**config.mk**
```make
export PLATFORM = sky130hd
export DESIGN_NAME = memoryStage
export DESIGN_NICKNAME = d
export VERILOG_FILES = /design/src/hw/rvPkg.sv /design/src/hw/memoryStage.sv
export SDC_FILE = /design/constraint.sdc
export NUM_CORES = 2
export LEC_CHECK = 0
export ABC_AREA = 1
export BUFFER_PORTS_ARGS = -buffer_cell sky130_fd_sc_hd__buf_2
export CORE_MARGIN = 1
export CORE_UTILIZATION = 40
export DETAILED_ROUTE_END_ITERATION = 16
export RECOVER_POWER = 50
export SLEW_MARGIN = 20
export SYNTH_ARGS = -nofsm -noshare
export SYNTH_HDL_FRONTEND = slang
export SYNTH_SLANG_ARGS = --single-unit
```
**constraint.sdc**
```tcl
create_clock -name clock -period 2.4 [get_ports clock]
set_input_delay 0 -clock clock [delete_from_list [all_inputs] [get_ports clock]]
set_output_delay 0 -clock clock [all_outputs]
set_load 0.03 [all_outputs]
```
**src/hw/rvPkg.sv**
```systemverilog
package rvPkg;

    typedef logic [31:0] wordT;
    typedef logic [4:0]  regIdxT;

    // major opcodes of the supported subset
    typedef enum logic [6:0] {
        opLoad   = 7'b0000011,
        opImm    = 7'b0010011,
        opStore  = 7'b0100011,
        opReg    = 7'b0110011,
        opBranch = 7'b1100011,
        opJal    = 7'b1101111
    } opcodeT;

    typedef enum logic [3:0] {
        aluAdd,
        aluSub,
        aluAnd,
        aluOr,
        aluSll,
        aluSrl,
        aluSra
    } aluOpT;

    typedef enum logic [1:0] {
        wbAlu,
        wbMem,
        wbLink
    } wbSelT;

    // funct3 values of the branches
    typedef enum logic [2:0] {
        brEq = 3'b000,
        brNe = 3'b001,
        brLt = 3'b100,
        brGe = 3'b101
    } branchCondT;

    localparam int unsigned opcodeLo  = 0;
    localparam int unsigned rdLo      = 7;
    localparam int unsigned funct3Lo  = 12;
    localparam int unsigned rs1Lo     = 15;
    localparam int unsigned rs2Lo     = 20;
    localparam int unsigned funct7Bit = 30;

endpackage

```
**src/hw/memoryStage.sv**
```systemverilog
`timescale 1ns/1ps

module memoryStage import rvPkg::*; #(
    parameter int dmemWords = 64
) (
    input  logic   clock,
    input  logic   rstN,
    input  logic   memRegWrite,
    input  logic   memMemRead,
    input  logic   memMemWrite,
    input  wbSelT  memWbSel,
    input  regIdxT memRd,
    input  wordT   memAlu,
    input  wordT   memStoreData,
    input  wordT   memLink,
    output logic   wbValid,
    output regIdxT wbRd,
    output wordT   wbData
);

    localparam int addrBits = $clog2(dmemWords);

    wordT                dmem [dmemWords];
    logic [addrBits-1:0] dmemIdx;
    wordT                loadData;
    wbSelT               wbSel;
    wordT                aluQ;
    wordT                loadQ;
    wordT                linkQ;

    // word addressed, low two bits ignored
    assign dmemIdx = memAlu[2 +: addrBits];

    always_ff @(posedge clock) begin
        if (memMemWrite) begin
            dmem[dmemIdx] <= memStoreData;
        end
    end

    assign loadData = memMemRead ? dmem[dmemIdx] : '0;

    always_ff @(posedge clock) begin
        if (!rstN) begin
            wbValid <= 1'b0;
        end else begin
            wbValid <= memRegWrite && memRd != '0;
        end
    end

    always_ff @(posedge clock) begin
        wbSel <= memWbSel;
        wbRd  <= memRd;
        aluQ  <= memAlu;
        loadQ <= loadData;
        linkQ <= memLink;
    end

    always_comb begin
        case (wbSel)
            wbMem:   wbData = loadQ;
            wbLink:  wbData = linkQ;
            default: wbData = aluQ;
        endcase
    end

endmodule

```
* Yosys cells after proc, flatten, opt, wreduce, memory -nomap -nowiden *
Memories as Yosys holds them, arrays and structs flattened. A register that Yosys moved wholly into a read port is not among the register bits.
Cells that the tools add are included.

word-level totals
  input port bits = 108
  memory bits (writable) = 2,048
  output and inout port bits = 38
  memories kept = 1
  word-level logic and storage cells = 14
  register bits = 72

operators by class
  equal/unequal tests = 2
  reduce and logical (&&, ||, !) cells = 3
  muxes and demuxes = 3

memory list
  memory  depth  bits a word  rd ports  clocked after Yosys merged registers in  write ports  line               text
  dmem    64     32           1         1                                        1            memoryStage.sv:23  wordT dmem [dmemWords];

operator list
  kind                number
  $pmux 32 s2         1
  $reduce_bool 5->1   1
  $eq 2x1->1 const B  1
  $eq 2x2->1 const B  1
  $mux 1              2
  $logic_and 1x1->1   1
  $logic_not 1->1     1

* Depth between registers and ports, before layout *
  depth in word-level cells = 2
  mapped depth = 15
  depth with buffers taken out = 11

* Worst setup path before layout *
OpenSTA, ideal clock, no wires.

  path type = in2reg
  from = in memAlu[5]
  to = mem dmem[0][0] (netlist name) (enable)
  required time = 1.979 ns
  path buffers = 1
  slack = -0.272 ns
  arrival = 2.250 ns
  setup time = 0.421 ns
  stages on the path = 4
  cell sequence = nor3_1 -> clkbuf_1 -> inv_1 -> nor2_1

RTL lines
  element          line               text
  start, declared  memoryStage.sv:13  input wordT memAlu,
  end, declared    memoryStage.sv:23

Straight into the memory's write port.

* Worst setup path in the final report *
  from = in memStoreData[18]
  to = mem dmem[37][18] (netlist name) (data pin)

RTL lines
  element          line               text
  start, declared  memoryStage.sv:14  input wordT memStoreData,

Straight into the memory's write port.

==> metrics.yaml <==
cts.htree.levels: 4
yosysWarningCount: 0
outcome: "finished with violations"
critical-path-max-stage-delay_ps: 1240
timing_hold_violations_final: 0
ordered_list_of_cells_on_the_worst_path: "dlygate4sd3_1, clkbuf_1, clkbuf_2"
finalHoldWorstSlack_ps: 87.2
ys_seq_elements: 2152
drt-pass1-iter-count: 6
power.ir.vdd_worst_v: 0.000743
synth_top_family_by_area: "simple AND/OR/NAND/NOR gates"
mappedNetlistNets: 8764
antenna_found_initial: 22
floorplan.die_area_sq_um: 224000
rsz0062_at_grt: "true"
netSwitchingPower_mw: 18.9
post_synth_instance_area_sq_um: 88800
layout_common_cells: "sky130_fd_sc_hd__nand2_1, sky130_fd_sc_hd__edfxtp_1, sky130_fd_sc_hd__clkbuf_16"
yosys.cell_types.count: 22
cts_made_buffers: 215
post_synth_xor_area_fraction_pct: 0
place.port_buffers: 145
routabilityCongestion: 0.891
worst_setup_hold_path_clk_slew_ps: 60
violations: "max-capacitance violations, max-slew violations, negative setup slack"
pin_count: 146
totalWireLength_mm: 272
max-cap-violations: 27
grt_util_all_layers_pct: 24.0
grt_first_pass_wirelength_mm: 394
largest_net_degree_at_the_start_of_global_routing: 86
post-route-worst-setup-slack_ps: -10.1
clkPwrFrac_pct: 40.4
worst_ep_arrival_time_ps: 2870
final.min_clock_period_ps: 2410
clk_root_buffer_cell: "sky130_fd_sc_hd__clkbuf_16"
timing.final.crit_share_pct: 100
core_area_sq_um: 220000
dr_total_vias: 61983
detail_route.drc_violations: 0
post-place-cells: 11657
floorplan.die.width_um: 473
layout_commonest_cell: "sky130_fd_sc_hd__nand2_1"
post_synth_fa_ha_maj_area_fraction_pct: 0.0282
critPathBufInv: 3
ff_latch_area_sq_um: 63600
timing.setup.critical_path_class: "in2reg"
drive_gt1_share_pct: 9.40
worst_slew_margin_rel_pct: -56.1
finalNetCount: 9213
vias_per_inst: 5.06
hold_crit_class: "in2reg"
report.final.slew_viol_count: 1132
worst-endpoint-required_ps: 2860
cts.path.max_buffers: 3
final_cells: 12247
cts_sinks: 2152
static_leakage_nw: 43.2
place_hpwl_mm: 157
critical-path-slowest-cell: "sky130_fd_sc_hd__clkbuf_1"
clock.fmax_mhz: 415
sw_frac_of_total_pct: 23.6
first_global_vias: 58839
placement_rows: 172
synthSimpleGateAreaFrac_pct: 25.1
dieHeight_um: 473
synth_sequential_area_ratio_pct: 71.6
synthMuxAreaShare_pct: 0
route.detailed.wl_per_inst_um: 22.2
worstSkewPairLatency_ps: 880
synth-compound-area-share_pct: 0.661
p_int_mw: 61.2
fillerInstances: 19600
combinationalPowerShare_pct: 7.7
first_iter_violations: 6998
worst_setup_path_start_kind: "input pin"
power.sequential.fraction_pct: 52.0
effective_utilization_at_floorplan_pct: 40.3
ant_nets: 0
final_clock_skew_ps: 72.1
synthToLayoutAreaGrowth_pct: 18.2
area_of_combinational_cells_with_multiple_inputs_sq_um: 23700
worstMarginPinSlew_ps: 2340
cellPowerDensity_nw_per_um2: 764
synthesized_instance_count: 8654
worst_path_fanout_max: 40
globalRoute.totalOverflow: 0
cpLargestDelayFamily: "buffers and inverters"
tritoncts: "yes"
worstSetupEndpointType: "flop"
setup_violation_total_in_the_final_timing_report: 11
synth_area_per_cell_sq_um: 10.3
-- tightest hold or removal path, cell delays in order --
cell	delay [ps]
sky130_fd_sc_hd__dlygate4sd3_1	610
sky130_fd_sc_hd__clkbuf_1	140
sky130_fd_sc_hd__buf_4	150
-- cell usage after synthesis, drive strengths merged --
| library cell | number | share of area [%] |
|---|---|---|
| nand2 | 5722 | 24 |
| edfxtp | 2048 | 69 |
| buf | 304 | 1.9 |
| nor2 | 177 | 0.75 |
| clkbuf | 131 | 0.55 |
| dfxtp | 104 | 2.3 |
| a21oi | 96 | 0.54 |
| inv | 31 | 0.13 |
| nand3 | 15 | 0.085 |
| o21ai | 9 | 0.051 |
| o211ai | 7 | 0.059 |
| nor3 | 4 | 0.023 |
| ha | 2 | 0.028 |
| or2 | 2 | 0.014 |
| o311ai | 1 | 0.0099 |
| or3 | 1 | 0.0071 |
-- path summary, 6_finish.rpt --
check	startpoint	end	slack [ps]	cells after the start
hold / removal	memAlu[6]	aluQ[6]$_DFF_P_	90	3
hold reg to reg	dmem[47][17]$_DFFE_PP_	loadQ[17]$_SDFF_PN0_	800	6
setup reg to reg	dmem[33][28]$_DFFE_PP_	loadQ[28]$_SDFF_PN0_	370	10
setup / recovery	memStoreData[18]	dmem[37][18]$_DFFE_PP_	-10	3
-- per-stage QoR --
step	area, sq um	utilization (%)	worst slack, ps	total power [mW]	setup TNS (ps)
after floorplan	88800	-	-272	45.2	-444380
after global placement	96100	43.6	-212	48.0	-212
after detailed placement	96100	43.6	-203	48.0	-203
after CTS	105000	47.6	-7.67	80.3	-9.58
after global routing	105000	47.6	-76.3	82.4	-1040
final	105000	47.6	-10.1	80.1	-81.5
-- kinds of logic (layout without fill, tap and decap cells) --
group,after synthesis,after routing
compound gates,113,113
fa+ha+maj,2,2
buf+inv,466,1091
flops,2152,2152
other cells,0,10
simple gates,5921,5921
-- timing repair --
item	in CTS	in global routing
buffers inserted	8	1
setup endpoints to repair	32	33
hold endpoints to repair	1993	0
hold buffers	177	0
gates resized for setup	48	115
gates cloned	2	2
pin swaps	4	6
-- state kept, by name, indices dropped and copies added, names as in the netlist --
register	flops
wbValid	1
wbRd	5
loadQ	32
wbSel	2
linkQ	32
dmem	2048
aluQ	32
-- area by class of cell --
class,count,area share (%)
sequential,2152,60.6
multi-input combinational,6036,22.6
antenna,10,0.0239
tap,2958,3.53
inverter,31,0.144
clock buffer,283,5.46
timing repair buffer,667,6.69
clock inverter,110,0.938
-- routing by layer --
metal  routed length, um  up-vias  part of all wire [%]  GRT usage [%]
met5                  13        -                0.0048              0
met4               11200        2                   4.1           8.83
met3               23900      494                   8.8           4.31
met2              125000     2675                    46           38.3
met1              112000    29890                    41           32.7
li1                    -    28922                     -              -
-- power by group through the flow --
stage	clock, mW	sequential (mW)	combinational (mW)
floorplan	0	42.3	2.88
detailed placement	0	42.4	5.64
global route	34.2	41.6	6.64
CTS	32.7	41.6	6.02
global placement	0	42.4	5.60
finish	32.4	41.6	6.14
Power figures use the tool's default switching activity.
