<file path="src/hw/rvPkg.sv">
package rvPkg;

    typedef logic [31:0] wordT;
    typedef logic [4:0]  regIdxT;

    // major opcodes of the supported subset
    typedef enum logic [6:0] {
        opLoad   = 7'b0000011,
        opImm    = 7'b0010011,
        opStore  = 7'b0100011,
        opReg    = 7'b0110011,
        opBranch = 7'b1100011,
        opJal    = 7'b1101111
    } opcodeT;

    typedef enum logic [3:0] {
        aluAdd,
        aluSub,
        aluAnd,
        aluOr,
        aluSll,
        aluSrl,
        aluSra
    } aluOpT;

    typedef enum logic [1:0] {
        wbAlu,
        wbMem,
        wbLink
    } wbSelT;

    // funct3 values of the branches
    typedef enum logic [2:0] {
        brEq = 3'b000,
        brNe = 3'b001,
        brLt = 3'b100,
        brGe = 3'b101
    } branchCondT;

    localparam int unsigned opcodeLo  = 0;
    localparam int unsigned rdLo      = 7;
    localparam int unsigned funct3Lo  = 12;
    localparam int unsigned rs1Lo     = 15;
    localparam int unsigned rs2Lo     = 20;
    localparam int unsigned funct7Bit = 30;

endpackage

</file>
<file path="src/hw/fetchStage.sv">
`timescale 1ns/1ps

module fetchStage import rvPkg::*; #(
    parameter int imemWords = 128
) (
    input  logic                         clock,
    input  logic                         rstN,
    input  logic                         imemWrEn,
    input  logic [$clog2(imemWords)-1:0] imemWrAddr,
    input  wordT                         imemWrData,
    input  logic                         stall,
    input  logic                         redirect,
    input  wordT                         redirectPc,
    output wordT                         ifPc,
    output wordT                         ifInstr
);

    localparam int addrBits = $clog2(imemWords);

    wordT imem [imemWords];
    wordT pc;
    wordT instr;

    // program load only while the core is held in reset
    always_ff @(posedge clock) begin
        if (!rstN && imemWrEn) begin
            imem[imemWrAddr] <= imemWrData;
        end
    end

    assign instr = imem[pc[2 +: addrBits]];

    always_ff @(posedge clock) begin
        if (!rstN) begin
            pc <= '0;
        end else if (!stall) begin
            pc <= redirect ? redirectPc : pc + 32'd4;
        end
    end

    // a zero word decodes as a bubble
    always_ff @(posedge clock) begin
        if (!rstN || (redirect && !stall)) begin
            ifPc    <= '0;
            ifInstr <= '0;
        end else if (!stall) begin
            ifPc    <= pc;
            ifInstr <= instr;
        end
    end

endmodule

</file>
<file path="config.mk">
export PLATFORM = sky130hd
export DESIGN_NAME = fetchStage
export DESIGN_NICKNAME = d
export VERILOG_FILES = /design/src/hw/rvPkg.sv /design/src/hw/fetchStage.sv
export SDC_FILE = /design/constraint.sdc
export NUM_CORES = 2
export LEC_CHECK = 0
export BUFFER_PORTS_ARGS = -buffer_cell sky130_fd_sc_hd__buf_4
export CORE_MARGIN = 1
export CORE_UTILIZATION = 45
export CTS_BUF_LIST = sky130_fd_sc_hd__clkbuf_4 sky130_fd_sc_hd__clkbuf_8
export CTS_CLUSTER_SIZE = 28
export DETAILED_ROUTE_END_ITERATION = 16
export GPL_TIMING_DRIVEN = 0
export PLACE_DENSITY = 0.61
export REMOVE_ABC_BUFFERS = 1
export SYNTH_ARGS = -nofsm -noshare
export SYNTH_HDL_FRONTEND = slang
export SYNTH_SLANG_ARGS = --single-unit
</file>
<file path="constraint.sdc">
create_clock -name clock -period 5 [get_ports clock]
set_input_delay 0.5 -clock clock [delete_from_list [all_inputs] [get_ports clock]]
set_output_delay 0.5 -clock clock [all_outputs]
set_load 0.005 [all_outputs]
</file>
== Word-level counts from Yosys, hierarchy flattened ==
Memories as Yosys holds them, arrays and structs flattened. A register that Yosys moved wholly into a read port is not among the register bits.
Index checks and enable logic that the tools add are counted.
Storage, ports and cells
  bits in registers: 64
  latch bits: 0
  memory bits (writable): 4096
  bits in read-only memories: 0
  bits of input ports: 76
  output and inout bits: 64
  word-level logic and storage cells: 13
  memories: 1
Memory list
  imem: words 128, bits a word 32, read ports 1, clocked after memory_dff 1, write ports 1, RTL line fetchStage.sv:20  | wordT imem [imemWords];
Cells by class
  add/subtract/negate cells: 1
  multipliers: 0
  divide/modulo/power cells: 0
  order comparisons: 0
  equal/unequal tests: 0
  shifts and indexed selects: 0
  muxes and demuxes: 3
  bitwise operators: 0
  reductions and logical operators: 6
Operators by type and width (number)
  32-bit by 3-bit adder with 32-bit output (second input constant): 1
  32-bit two-way mux: 1
  1-bit logical NOT: 3
  1-bit logical AND: 2
  1-bit two-way mux: 2
  1-bit logical OR: 1

== Depth between registers and ports, before layout ==
  depth after elaboration: 4
  mapped depth: 13
  mapped depth without buffers: 8

== Least setup slack after synthesis ==
OpenSTA, ideal clock, no wires.
  path type: input to register
  start point: in rstN
  end point: mem imem[80][0] in the netlist's numbering (enable)
  setup time: 0.461 ns
  arrival: 3.252 ns
  data required time: 4.539 ns
  slack: 1.287 ns
  stages: 4
  buffers on the path: 1
  cells stage by stage: clkbuf_1 nor2b_1 nand4b_1 nor3_1
Between the ends
  word-level cells in the longest chain between the ends: 4
Ends and longest elaborated chain
  from (decl): RTL line fetchStage.sv:7  | input logic rstN,
  1-bit logical NOT: RTL line fetchStage.sv:26  | if (!rstN && imemWrEn) begin
  1-bit logical AND: RTL line fetchStage.sv:26
  1-bit two-way mux: RTL line fetchStage.sv:26
  1-bit two-way mux (not written as such): RTL line fetchStage.sv:27  | imem[imemWrAddr] <= imemWrData;
  to (decl): RTL line fetchStage.sv:20
No other way between the ends.

==> results.txt <==
The run finished, with violations left. The final reports fail on max-capacitance violations, max-slew violations. Setup violations remaining at the end of the flow were counted as 0. The tools report the final net count as 8460. Dividing the detail-routed wire length by the instance count gives 33.7 µm.

In this run the vertical extent of the chip is 604 µm. TritonCTS built the clock tree. Post-synthesis to final-layout area growth: 15.8%. The tools report the number of DRC violations after detailed routing as 0. The share of final-layout standard cells stronger than drive strength 1 was 0.290; the number of max-cap violations was 4. The Yosys warning count came out at 0. Detailed placement finished with a half-perimeter wire length of 277000 µm. The first detailed-routing pass ran for 6 iterations.

In this run the remaining antenna-violating nets after routing total 0. The min-delay analysis places its worst path in the category input pin to register. After technology mapping, the gate count stands at 7608. Counting tap cells, the placed design contains a total of 12.4k instances.

For the met2 track utilization from global routing, the log shows 0.395. The ratio of final minimum period to clock period is 0.980, and the CTS buffer count is 660. Global routing usage summed across all routing layers: 0.251. The routed layout has 84.0k vias. Worst vdd rail ir drop: 273 µV.

The floorplan step defined a core boundary enclosing 0.360 mm². For the proportion of synthesized chip area in sequential cells, the log shows 0.766. Based on the critical path, the design can be clocked at up to 0.204 GHz.

Dividing the detail-routed via count by the number of cells gives 6.13. Synthesis inferred 4192 register bits. 140 I/O pins were placed.

For the later-pin clock latency in the skew report, the log shows 1.23 ns. After global routing the overflow that remains totals 0. For the via count of the first global-routing pass, the log shows 84.1k.

The top cell types in the final layout, fill and taps aside, are 4096 x sky130_fd_sc_hd__edfxtp_1, 803 x sky130_fd_sc_hd__mux4_2, 673 x sky130_fd_sc_hd__clkbuf_8, 504 x sky130_fd_sc_hd__mux2i_1, 238 x sky130_fd_sc_hd__clkbuf_4. The initial cell density of the core is 0.453. The number of enable-type register cells in the synthesized netlist is 4096. For this design the ratio of total power to cell area is 381 mW/mm². The logs give 129 for the largest net degree at the start of global routing and 0.365 mm² for the die outline area. For the worst setup path, the data required time is 6.13 ns. The number of buffers between clock root and the deepest sink is 4, and the clock-pin slew of the registers on the worst-case setup and hold paths is 0.06 ns. Counting I/O delays and the setup requirement, the final critical path takes 4.90 ns. The H-tree was split into 6 levels. Summed over all cells, the static leakage comes to 0.0582 µW.

The mapped netlist covers 0.163 mm². The count of cell types in the netlist is 93, and the arrival time at the worst endpoint is 6.03 ns. The initial antenna violation count is 29.

The count of input and output buffers works out to 139. The met1 demand-to-capacity share in global routing is 0.347. In the synthesized netlist the dominant register cell turns out to be sky130_fd_sc_hd__edfxtp_1. STA classifies the critical path endpoint as a register. The finished layout holds 13.7k standard cells, fillers aside.

The tools report the number of pins with negative max-slew slack in the final report as 3. The worst setup path is of the register to register kind. The async set or reset register ratio after synthesis came out at 0. The run gives -0.0263 as the remaining max-slew budget at the tightest pin. STA classifies the critical path startpoint as a register. For the met3 global-route usage, the log shows 0.0515. The die outline width is 604 µm.

For the pin with the worst max-slew slack, the measured transition is 1.53 ns. met2 is the most crowded layer. The cell sitting at the root of the clock tree is a sky130_fd_sc_hd__clkbuf_8. The number of cells traversed by the worst hold path works out to 1. Of all nets on the critical path, the largest fanout is 52.

The number of core rows is 220. Leaving out fill and tap cells, the most frequent cell in the layout is sky130_fd_sc_hd__edfxtp_1. For the final database, setup skew stands at 0.0642 ns. After the first detailed-routing iteration, the DRC count stood at 11.3k.

The final layout contains routed wiring with a total length of 462000 µm. The cell count of the worst reg-to-reg path was 11; the post-synthesis average cell area was 21.4 µm². Setup repair after global routing left no endpoint under its margin.

The number of failing hold endpoints at the final stage was 0. Final hold slack: 0.121 ns. The clock drives 4192 sinks. The global-route wire length before repair is 642000 µm, and the routability congestion estimate is 0.793.
## metrics by stage
stage	setup WS (ns)	instance area, µm²	utilization	setup TNS [ns]	total power, µW
after floorplan	-50.56	159000	-	-2826.49	45500
after global placement	-170.57	166000	0.462	-	48100
after detailed placement	-0.776	174000	0.483	-5.33	44200
after CTS	-0.0855	188000	0.522	-0.193	72200
after global routing	0.0276	189000	0.525	0	74000
final	0.101	189000	0.525	0	72000
## flip-flops by register name, summed over array words and instances, names as in the netlist
register,count
ifInstr,32
ifPc,32
imem,4096
pc,32
## cell type report
| class | count | area (µm²) |
|---|---|---|
| diodes | 18 | 45.0 |
| clock buffers | 911 | 11000 |
| clock inverters | 279 | 1730 |
| fillers | 27602 | 171000 |
| inverters | 14 | 65.1 |
| multi-input cells | 2956 | 35700 |
| flip-flops and latches | 4192 | 125000 |
| well taps | 4773 | 5970 |
| repair buffers | 559 | 9340 |
## routing by layer
metal	up-vias	wire length (µm)
met3	749	44700
met2	4500	218000
met1	44877	180000
met5	-	33
li1	33863	-
met4	4	18300
## worst max-delay path, stage by stage, from the launching register on
cell	delay, ns
sky130_fd_sc_hd__dfxtp_4	0.37
sky130_fd_sc_hd__buf_16	0.24
sky130_fd_sc_hd__buf_16	0.33
sky130_fd_sc_hd__buf_16	0.36
sky130_fd_sc_hd__and2_1	0.79
sky130_fd_sc_hd__nand2_4	0.34
sky130_fd_sc_hd__buf_16	0.34
sky130_fd_sc_hd__o221ai_1	0.26
sky130_fd_sc_hd__a21oi_1	0.08
sky130_fd_sc_hd__o311ai_0	1.20
sky130_fd_sc_hd__nand2_1	0.18
sky130_fd_sc_hd__a31oi_1	0.18
## where the power goes
part           internal (µW)  switching (µW)
clock network          14900           13500
registers              38700             129
logic                   1850            2970
total                  55400           16600
## final timing paths
| kind | startpoint | endpoint | slack [ns] |
|---|---|---|---|
| setup / recovery | pc[2] | ifInstr[12] | 0.10 |
| hold / removal | imemWrData[0] | imem[124][0] | 0.12 |
| setup reg to reg | pc[2] | ifInstr[12] | 0.10 |
| hold reg to reg | pc[0] | ifPc[0] | 0.49 |
## cells by family (layout without fill, tap and decap cells)
family | after synthesis | count (layout) | synth area share
and+or+nand+nor | 647 | 647 | 0.0181
other | 0 | 18 | 0
AOI/OAI and AO/OA | 926 | 926 | 0.0407
DFF | 4192 | 4192 | 0.766
muxes | 1382 | 1382 | 0.152
buffers and inverters | 460 | 1763 | 0.0226
adders and majority gates | 1 | 1 | 0.0000768
## synth_stat cells (all sizes together), types with 5 or more instances
cell,number,area (µm²)
a221oi,109,1220
nor2,261,982
nand2,179,674
nor2b,35,219
edfxtp,4096,123000
nor3,36,200
a22oi,115,863
nand4,21,138
a31oi,40,250
mux4,857,19500
mux2i,506,5060
o41ai,7,68.8
dfxtp,96,1920
a311oi,9,78.8
a211oi,56,435
a21oi,228,1140
o211ai,34,270
a41oi,13,114
o21ai,139,696
nand2b,11,68.8
o221ai,53,464
mux2,19,214
a2111oi,15,178
nor4,13,128
and2,10,62.6
buf,340,3110
and3,8,51.3
a21o,5,37.5
a22o,11,96.3
clkbuf,104,490
inv,13,48.8
nand3,52,265
o221a,10,113
o22ai,47,294
## repair_timing
item                                    in CTS  in global routing
buffers inserted                             2                  2
gates cloned                                 0                  2
endpoints found under the setup margin      19                 16
hold endpoints to repair                   558               1236
hold buffers                                87                 23
pin swaps                                    3                  4
resized for setup                           20                  4
No activity file was read; power rests on OpenSTA's default activity.
