**config.mk**
```make
export PLATFORM = sky130hd
export DESIGN_NAME = executeStage
export DESIGN_NICKNAME = d
export VERILOG_FILES = /design/src/hw/rvPkg.sv /design/src/hw/executeStage.sv
export SDC_FILE = /design/constraint.sdc
export NUM_CORES = 1
export LEC_CHECK = 0
export BUFFER_PORTS_ARGS = -buffer_cell sky130_fd_sc_hd__clkbuf_2
export CAP_MARGIN = 15
export CORE_MARGIN = 4
export CORE_UTILIZATION = 30
export DETAILED_ROUTE_END_ITERATION = 8
export GPL_TIMING_DRIVEN = 0
export SLEW_MARGIN = 20
export SYNTH_ARGS = -nofsm -noshare
export SYNTH_HDL_FRONTEND = slang
export SYNTH_SLANG_ARGS = --single-unit
```
**constraint.sdc**
```tcl
create_clock -name clock -period 6.7 [get_ports clock]
set_clock_uncertainty 0.1 [all_clocks]
set_input_delay 0.67 -clock clock [delete_from_list [all_inputs] [get_ports clock]]
set_output_delay 0.67 -clock clock [all_outputs]
set_load 0.005 [all_outputs]
```
**src/hw/rvPkg.sv**
```systemverilog
package rvPkg;

    typedef logic [31:0] wordT;
    typedef logic [4:0]  regIdxT;

    // major opcodes of the supported subset
    typedef enum logic [6:0] {
        opLoad   = 7'b0000011,
        opImm    = 7'b0010011,
        opStore  = 7'b0100011,
        opReg    = 7'b0110011,
        opBranch = 7'b1100011,
        opJal    = 7'b1101111
    } opcodeT;

    typedef enum logic [3:0] {
        aluAdd,
        aluSub,
        aluAnd,
        aluOr,
        aluSll,
        aluSrl,
        aluSra
    } aluOpT;

    typedef enum logic [1:0] {
        wbAlu,
        wbMem,
        wbLink
    } wbSelT;

    // funct3 values of the branches
    typedef enum logic [2:0] {
        brEq = 3'b000,
        brNe = 3'b001,
        brLt = 3'b100,
        brGe = 3'b101
    } branchCondT;

    localparam int unsigned opcodeLo  = 0;
    localparam int unsigned rdLo      = 7;
    localparam int unsigned funct3Lo  = 12;
    localparam int unsigned rs1Lo     = 15;
    localparam int unsigned rs2Lo     = 20;
    localparam int unsigned funct7Bit = 30;

endpackage

```
**src/hw/executeStage.sv**
```systemverilog
`timescale 1ns/1ps

module executeStage import rvPkg::*; (
    input  logic       clock,
    input  logic       rstN,
    input  logic       exValid,
    input  logic       exRegWrite,
    input  logic       exMemRead,
    input  logic       exMemWrite,
    input  wbSelT      exWbSel,
    input  logic [3:0] exAluOp,
    input  logic       exUseImm,
    input  regIdxT     exRs1,
    input  regIdxT     exRs2,
    input  regIdxT     exRd,
    input  wordT       exOpA,
    input  wordT       exOpB,
    input  wordT       exImm,
    input  wordT       exLink,
    input  logic       wbValid,
    input  regIdxT     wbRd,
    input  wordT       wbData,
    output logic       memRegWrite,
    output logic       memMemRead,
    output logic       memMemWrite,
    output wbSelT      memWbSel,
    output regIdxT     memRd,
    output wordT       memAlu,
    output wordT       memStoreData,
    output wordT       memLink
);

    aluOpT aluOp;
    wordT  fwdA;
    wordT  fwdB;
    wordT  aluB;
    wordT  aluOut;
    wordT  result;

    // memory stage wins over write-back
    function automatic wordT forward(regIdxT rs, wordT regVal);
        if (memRegWrite && memRd != '0 && memRd == rs) begin
            return memAlu;
        end
        if (wbValid && wbRd == rs) begin
            return wbData;
        end
        return regVal;
    endfunction

    always_comb begin
        case (exAluOp)
            4'b1000: aluOp = aluSub;
            4'b0111: aluOp = aluAnd;
            4'b0110: aluOp = aluOr;
            4'b0001: aluOp = aluSll;
            4'b0101: aluOp = aluSrl;
            4'b1101: aluOp = aluSra;
            default: aluOp = aluAdd;
        endcase
    end

    always_comb begin
        fwdA = forward(exRs1, exOpA);
        fwdB = forward(exRs2, exOpB);
    end

    assign aluB = exUseImm ? exImm : fwdB;

    always_comb begin
        case (aluOp)
            aluSub:  aluOut = fwdA - aluB;
            aluAnd:  aluOut = fwdA & aluB;
            aluOr:   aluOut = fwdA | aluB;
            aluSll:  aluOut = fwdA << aluB[4:0];
            aluSrl:  aluOut = fwdA >> aluB[4:0];
            aluSra:  aluOut = wordT'($signed(fwdA) >>> aluB[4:0]);
            default: aluOut = fwdA + aluB;
        endcase
    end

    // jal carries its link so later forwards see the right value
    assign result = (exWbSel == wbLink) ? exLink : aluOut;

    always_ff @(posedge clock) begin
        if (!rstN) begin
            memRegWrite <= 1'b0;
            memMemRead  <= 1'b0;
            memMemWrite <= 1'b0;
        end else begin
            memRegWrite <= exValid && exRegWrite;
            memMemRead  <= exValid && exMemRead;
            memMemWrite <= exValid && exMemWrite;
        end
    end

    always_ff @(posedge clock) begin
        memWbSel     <= exWbSel;
        memRd        <= exRd;
        memAlu       <= result;
        memStoreData <= fwdB;
        memLink      <= exLink;
    end

endmodule

```
# --- After elaboration in Yosys (flattened, before gate mapping) ---
# Index checks and enable logic that the tools add are counted.
totals:
  reg_bits: 106
  inputBits: 194
  out_inout_bits: 106
  wordCells: 59
op_classes:
  add_sub_neg: 2
  n_eq_ne: 17
  shift: 3
  mux: 18
  n_bitwise: 2
  reduce_logical: 9
op_table:
  columns: ["operator", "n"]
  rows:
  - ["two-way mux 32 bit", 10]
  - ["case mux 32 bit (6 select lines)", 1]
  - ["adder 32 bit", 1]
  - ["AND 32 bit", 1]
  - ["OR 32 bit", 1]
  - ["left shift 32 x 5 -> 32 bit", 1]
  - [">> shifter 32 x 5 -> 32 bit", 1]
  - [">>> shifter 32 x 5 -> 32 bit", 1]
  - ["subtractor 32 bit", 1]
  - ["equality test 4 x 3 -> 1 bit, second input constant", 6]
  - ["equality test 5 bit", 4]
  - ["case mux 3 bit (6 select lines)", 1]
  - ["equality test 4 x 1 -> 1 bit, second input constant", 2]
  - ["equality test 4 x 2 -> 1 bit, second input constant", 2]
  - ["equality test 4 bit, second input constant", 2]
  - ["logical AND 1 bit", 8]
  - ["two-way mux 1 bit", 6]
  - ["nonzero test 5 bit", 1]
  - ["equality test 2 bit, second input constant", 1]

# --- Longest topological paths before layout ---
logic_depth:
  depth_word: 11
  depth_mapped: 28
  mapped_depth_nobuf: 23

# --- Worst setup path before layout ---
# No wires, ideal clock.
synth_timing:
  path_kind: "input -> register"
  from: "input port exRs2[4]"
  to: "register memAlu[30]"
  setup_time_ns: 0.122
  arrival_ns: 5.954
  t_required_ns: 6.478
  slack_ns: 0.524
  path_stages: 28
  n_path_buf: 6
  cell_sequence: "xnor2_1 > and2_1 > clkbuf_1 > clkbuf_1 > nand3_1 > a311oi_2 > nor2_4 > buf_2 > buf_4 > buf_2 > buf_2 > ha_1 > a31oi_1 > nand2b_1 > nor2_1 > xnor2_1 > ha_1 > a21o_1 > a21o_1 > a21oi_1 > o21ai_0 > or3b_2 > a41o_1 > nand2_1 > o21ai_0 > a31oi_1 > o41ai_1 > o32a_1"
synth_between:
  elab_chain_cells: 10
  elab_cells_between_ends: 20
  cone_classes: "add/sub: 2; eq/ne: 2; shift: 3; mux: 9; bitwise: 2; reduce/logical: 2"
synth_lines:
  columns: ["item", "line_no", "rtl"]
  rows:
  - ["start: declaration", "executeStage.sv:14", "input regIdxT exRs2,"]
  - ["equality test 5 bit", "executeStage.sv:45", "if (wbValid && wbRd == rs) begin"]
  - ["logical AND 1 bit", "executeStage.sv:45", null]
  - ["two-way mux 1 bit (2 in a row)", "executeStage.sv:45", null]
  - ["two-way mux 32 bit", "executeStage.sv:48", "return regVal;"]
  - ["two-way mux 32 bit (*)", "executeStage.sv:45", null]
  - ["two-way mux 32 bit (*)", "executeStage.sv:68", "assign aluB = exUseImm ? exImm : fwdB;"]
  - ["adder 32 bit, or another cell as far along", "executeStage.sv:78", "default: aluOut = fwdA + aluB;"]
  - ["case mux 32 bit (6 select lines) (*)", "executeStage.sv:71", "case (aluOp)"]
  - ["two-way mux 32 bit (*)", "executeStage.sv:83", "assign result = (exWbSel == wbLink) ? exLink : aluOut;"]
  - ["net result[30]", "executeStage.sv:38", "wordT result;"]
  - ["end signal: assignment", "executeStage.sv:100", "memAlu <= result;"]
  - ["end: declaration", "executeStage.sv:28", "output wordT memAlu,"]
# Mark *: on every way through the listed nets, which the timed path passes. The rest lies on a longest branch. The select of a mux whose other input is x is not followed.
# A chain may end at the register's enable or synchronous reset.

# --- Worst setup path in the final report ---
layout_timing:
  from: "input port exUseImm"
  to: "register memAlu[25]"
layout_between:
  elab_chain_cells: 4
  elab_cells_between_ends: 10
  cone_classes: "add/sub: 2; shift: 3; mux: 3; bitwise: 2"
layout_lines:
  columns: ["item", "line_no", "rtl"]
  rows:
  - ["start: declaration", "executeStage.sv:12", "input logic exUseImm,"]
  - ["two-way mux 32 bit (*)", "executeStage.sv:68", null]
  - ["adder 32 bit, or another cell as far along", "executeStage.sv:78", null]
  - ["case mux 32 bit (6 select lines) (*)", "executeStage.sv:71", null]
  - ["two-way mux 32 bit (*)", "executeStage.sv:83", null]
  - ["net result[25]", "executeStage.sv:38", null]
# Mark *: on every way through the listed nets, which the timed path passes. The rest lies on a longest branch.

==> results by group <==
Yosys
  – Mapped Nets: around 1,900
  – Seq/Total Area, Yosys: between 10% and 20%
  – FF+latch count, synth: roughly 110
  – Cells after synthesis: around 1,700
  – Avg Inst Size Synth: slightly above 7 sq um
  – Top_reg_cell synth: dfxtp_1
  – Async S/R FF share, synth: 0%
  – Synth Warn #: 0
  – Post-synth cell types: 94
  – Cell area after synthesis: between 10,000 and 15,000 sq um
  – EDFF count, synth: 0

Final layout
  – Layout area overhead: 25.5%
  – Nets: approximately 2,200
  – Most frequent cells in the layout: clkbuf_2 (303), o21ai_0 (143), nor2_1 (141)
  – Final Cell Area: between 10,000 and 15,000 sq um
  – Commonest non-fill, non-tap cell in the layout: clkbuf_2
  – Ratio of cells with drive above 1 in the final layout: 24.3%

STA
  – Post-route setup TNS: 0 ns
  – Worst slew pin tran: roughly 1.3 ns
  – Slew Viols, Final: 0
  – Final Cycle Share: between 90% and 100%
  – Post-route setup slack: between 0.015 and 0.02 ns
  – Minimum clock period: 6.68 ns
  – Relative slew slack: between 10% and 20%
  – Setup violators final: 0
  – Final Hold Fails: 0
  – Fmax: 0.150 GHz
  – RSZ-0062 raised after global routing: yes

Global routing
  – First-pass GRT wire length: 127,000 microns
  – Total grt overflow: 0
  – Vias in the first global route: between 15,000 and 20,000
  – Initial antenna violation count: 4
  – Largest net degree at the start of global routing: 21
  – Gr usage total: a little over 40%

Place
  – Pre-CTS WS: -2.53 ns
  – Post-DP HPWL: around 78,000 microns
  – IO buf count: 296
  – Post-DP Area: approximately 14,000 sq um
  – Gpl congestion: 1.08

Worst setup path
  – Critical Path AT: between 6 and 7 ns
  – Critical Path RT: around 6.8 ns
  – Internal reg-to-reg setup slack: approximately 0.080 ns
  – Worst-path cell with the longest stage delay: buf_2
  – Critical Path Fanout Max: 19
  – Crit Path Category: input pin to flip-flop
  – R2r startpoint: memRd[1]$_DFF_P_
  – Critical Path Source: exUseImm
  – Startpoint Class: input pin
  – CP endpoint kind: flip-flop
  – Worst path cell trace: clkbuf_2 > buf_2 > clkbuf_2 > nand2_1 > nand2_2 > clkinvlp_4 > buf_4 > ha_2 > a31oi_2 > nand2b_4 > o31ai_2 > xnor2_1 > ha_1 > and3_1 > clkbuf_1 > nand2_1 > a211oi_2 > o21bai_1 > and3_1 > nor3_2 > xor2_2 > a22oi_1 > a31oi_2
  – CP max stage delay: 0.44 ns

Routing
  – Drt pass-1 iters: 8
  – DRT Wirelength: around 94,000 microns
  – Final ANT Viol Nets: 0
  – DR iter-0 viols: between 2,000 and 3,000
  – Routed length per placed instance: between 30 and 40 microns
  – Via count: between 15,000 and 20,000
  – DRC: 0
  – Vias per Instance: approximately 6.8

Hold path
  – Hold WC Path Type: input pin to flip-flop
  – Hold Startpoint: exRd[1]

Clock network
  – CTS sink cnt: 106
  – Clock edge transition at the registers on the reported setup and hold paths: ~0.080 ns
  – CTS tree: built
  – H-tree depth: 3
  – Clock Root Buffer: clkbuf_16
  – Clk buf depth: 2
  – Total CTS buffers: 9
  – Clk_lat worst skew: 0.39 ns

Floorplanning
  – Die width: about 210 microns
  – Die Y: 207 microns
  – Row cnt: just over 70
  – Initial Util: between 30% and 40%
  – Core area: about 40,000 sq um
  – Die Area: between 40,000 and 50,000 sq um
  – I/O pin count: 300

Power and ir drop
  – Leak pwr: approximately 6 nW
  – VDD IR max: 0.164 mV
  – Power density over the cells: approximately 210 nW/um^2

Outcome
  – Status: complete, no violations

Job
  – Max Cap Viol: 0
per-stage QoR:
stage               total power, mW  hold slack [ns]  utilization, %  std cells
CTS                            3.05            0.267            37.8       2518
finish                         3.16            0.277            38.4       2532
floorplan                      1.58            0.404               -       1685
detailed placement             2.41            0.479            36.3       2503
global placement               2.42            0.479            36.0       2499
global route                   3.22            0.271            38.3       2527
state kept, by name, indices dropped and copies added (netlist names):
signal / flops
memAlu: 32
memLink: 32
memMemRead: 1
memMemWrite: 1
memRd: 5
memRegWrite: 1
memStoreData: 32
memWbSel: 2
layer usage:
metal	wire, microns	share of wire [%]	global-route usage (%)	vias up
met1	36900	39	53.7	8282
met4	6030	6.4	19.2	2
met3	12400	13	13.8	319
li1	-	-	-	7100
met2	38200	41	60.9	1415
met5	13	0.014	0	-
report_power, final:
group	switching [mW]	total [mW]	internal (mW)	leakage (nW)
clock	0.285	0.620	0.335	0.165
sequential	0.115	0.825	0.709	0.894
combinational	1.19	1.72	0.525	4.90
cells by family (layout without fill, tap and decap cells):
| group | Yosys count | count (layout) | share of synthesized area [%] |
|---|---|---|---|
| AOI/OAI and AO/OA | 620 | 620 | 34.4 |
| muxes | 66 | 66 | 6.36 |
| adders and majority gates | 62 | 62 | 6.02 |
| DFF | 106 | 106 | 17.8 |
| and+or+nand+nor | 583 | 583 | 23.7 |
| xor gates and xnor gates | 73 | 73 | 5.36 |
| other | 0 | 5 | 0 |
| buffers and inverters | 175 | 499 | 6.30 |
worst max-delay path: cells and delay by family:
kind                       cells  cell delay (ns)
adders and majority gates      2             0.61
AOI/OAI and AO/OA              6             1.40
and+or+nand+nor                7             1.82
buffers and inverters          6             1.94
xor gates and xnor gates       2             0.34
worst paths after layout:
path | endpoint | cells after the start
hold / removal | memRd[1]$_DFF_P_ | 1
setup reg to reg | memAlu[25]$_DFF_P_ | 25
setup / recovery | memAlu[25]$_DFF_P_ | 23
hold reg to reg | memStoreData[27]$_DFF_P_ | 1
layout make-up:
type / count / area, sq um
fill: 4224 / 24000
multi-input combinational: 1404 / 9440
sequential: 106 / 2120
timing repair buffer: 317 / 1650
tap: 518 / 648
buffer: 134 / 638
clock buffer: 9 / 225
inverter: 32 / 124
clock inverter: 7 / 110
antenna: 5 / 12.5
Yosys cell counts (all sizes together) (10+ instances only):
master / number / area, sq um
o221ai: 10 / 87.6
nand3: 128 / 641
nand2: 105 / 397
nor3: 84 / 430
o21ai: 152 / 761
mux2: 18 / 203
and2: 16 / 100
nor2: 144 / 551
a311oi: 14 / 146
a21oi: 115 / 583
dfxtp: 106 / 2120
mux2i: 42 / 420
clkbuf: 91 / 343
a221oi: 14 / 129
xor2: 26 / 228
and3: 16 / 100
o211ai: 33 / 262
a21o: 33 / 248
inv: 31 / 116
a31oi: 85 / 538
maj3: 26 / 260
buf: 52 / 288
ha: 35 / 438
o22ai: 12 / 75.1
nand4: 43 / 269
a211oi: 16 / 120
o31ai: 40 / 300
xnor2: 47 / 412
timing repair:
action / 4_1_cts / 5_1_grt
hold buffers: 0 / 0
setup buffers: 4 / 13
pin swaps: 7 / 16
gates cloned: 0 / 0
gates resized for setup: 51 / 33
endpoints found under the setup margin: 28 / 15
Power figures use the tool's default switching activity.
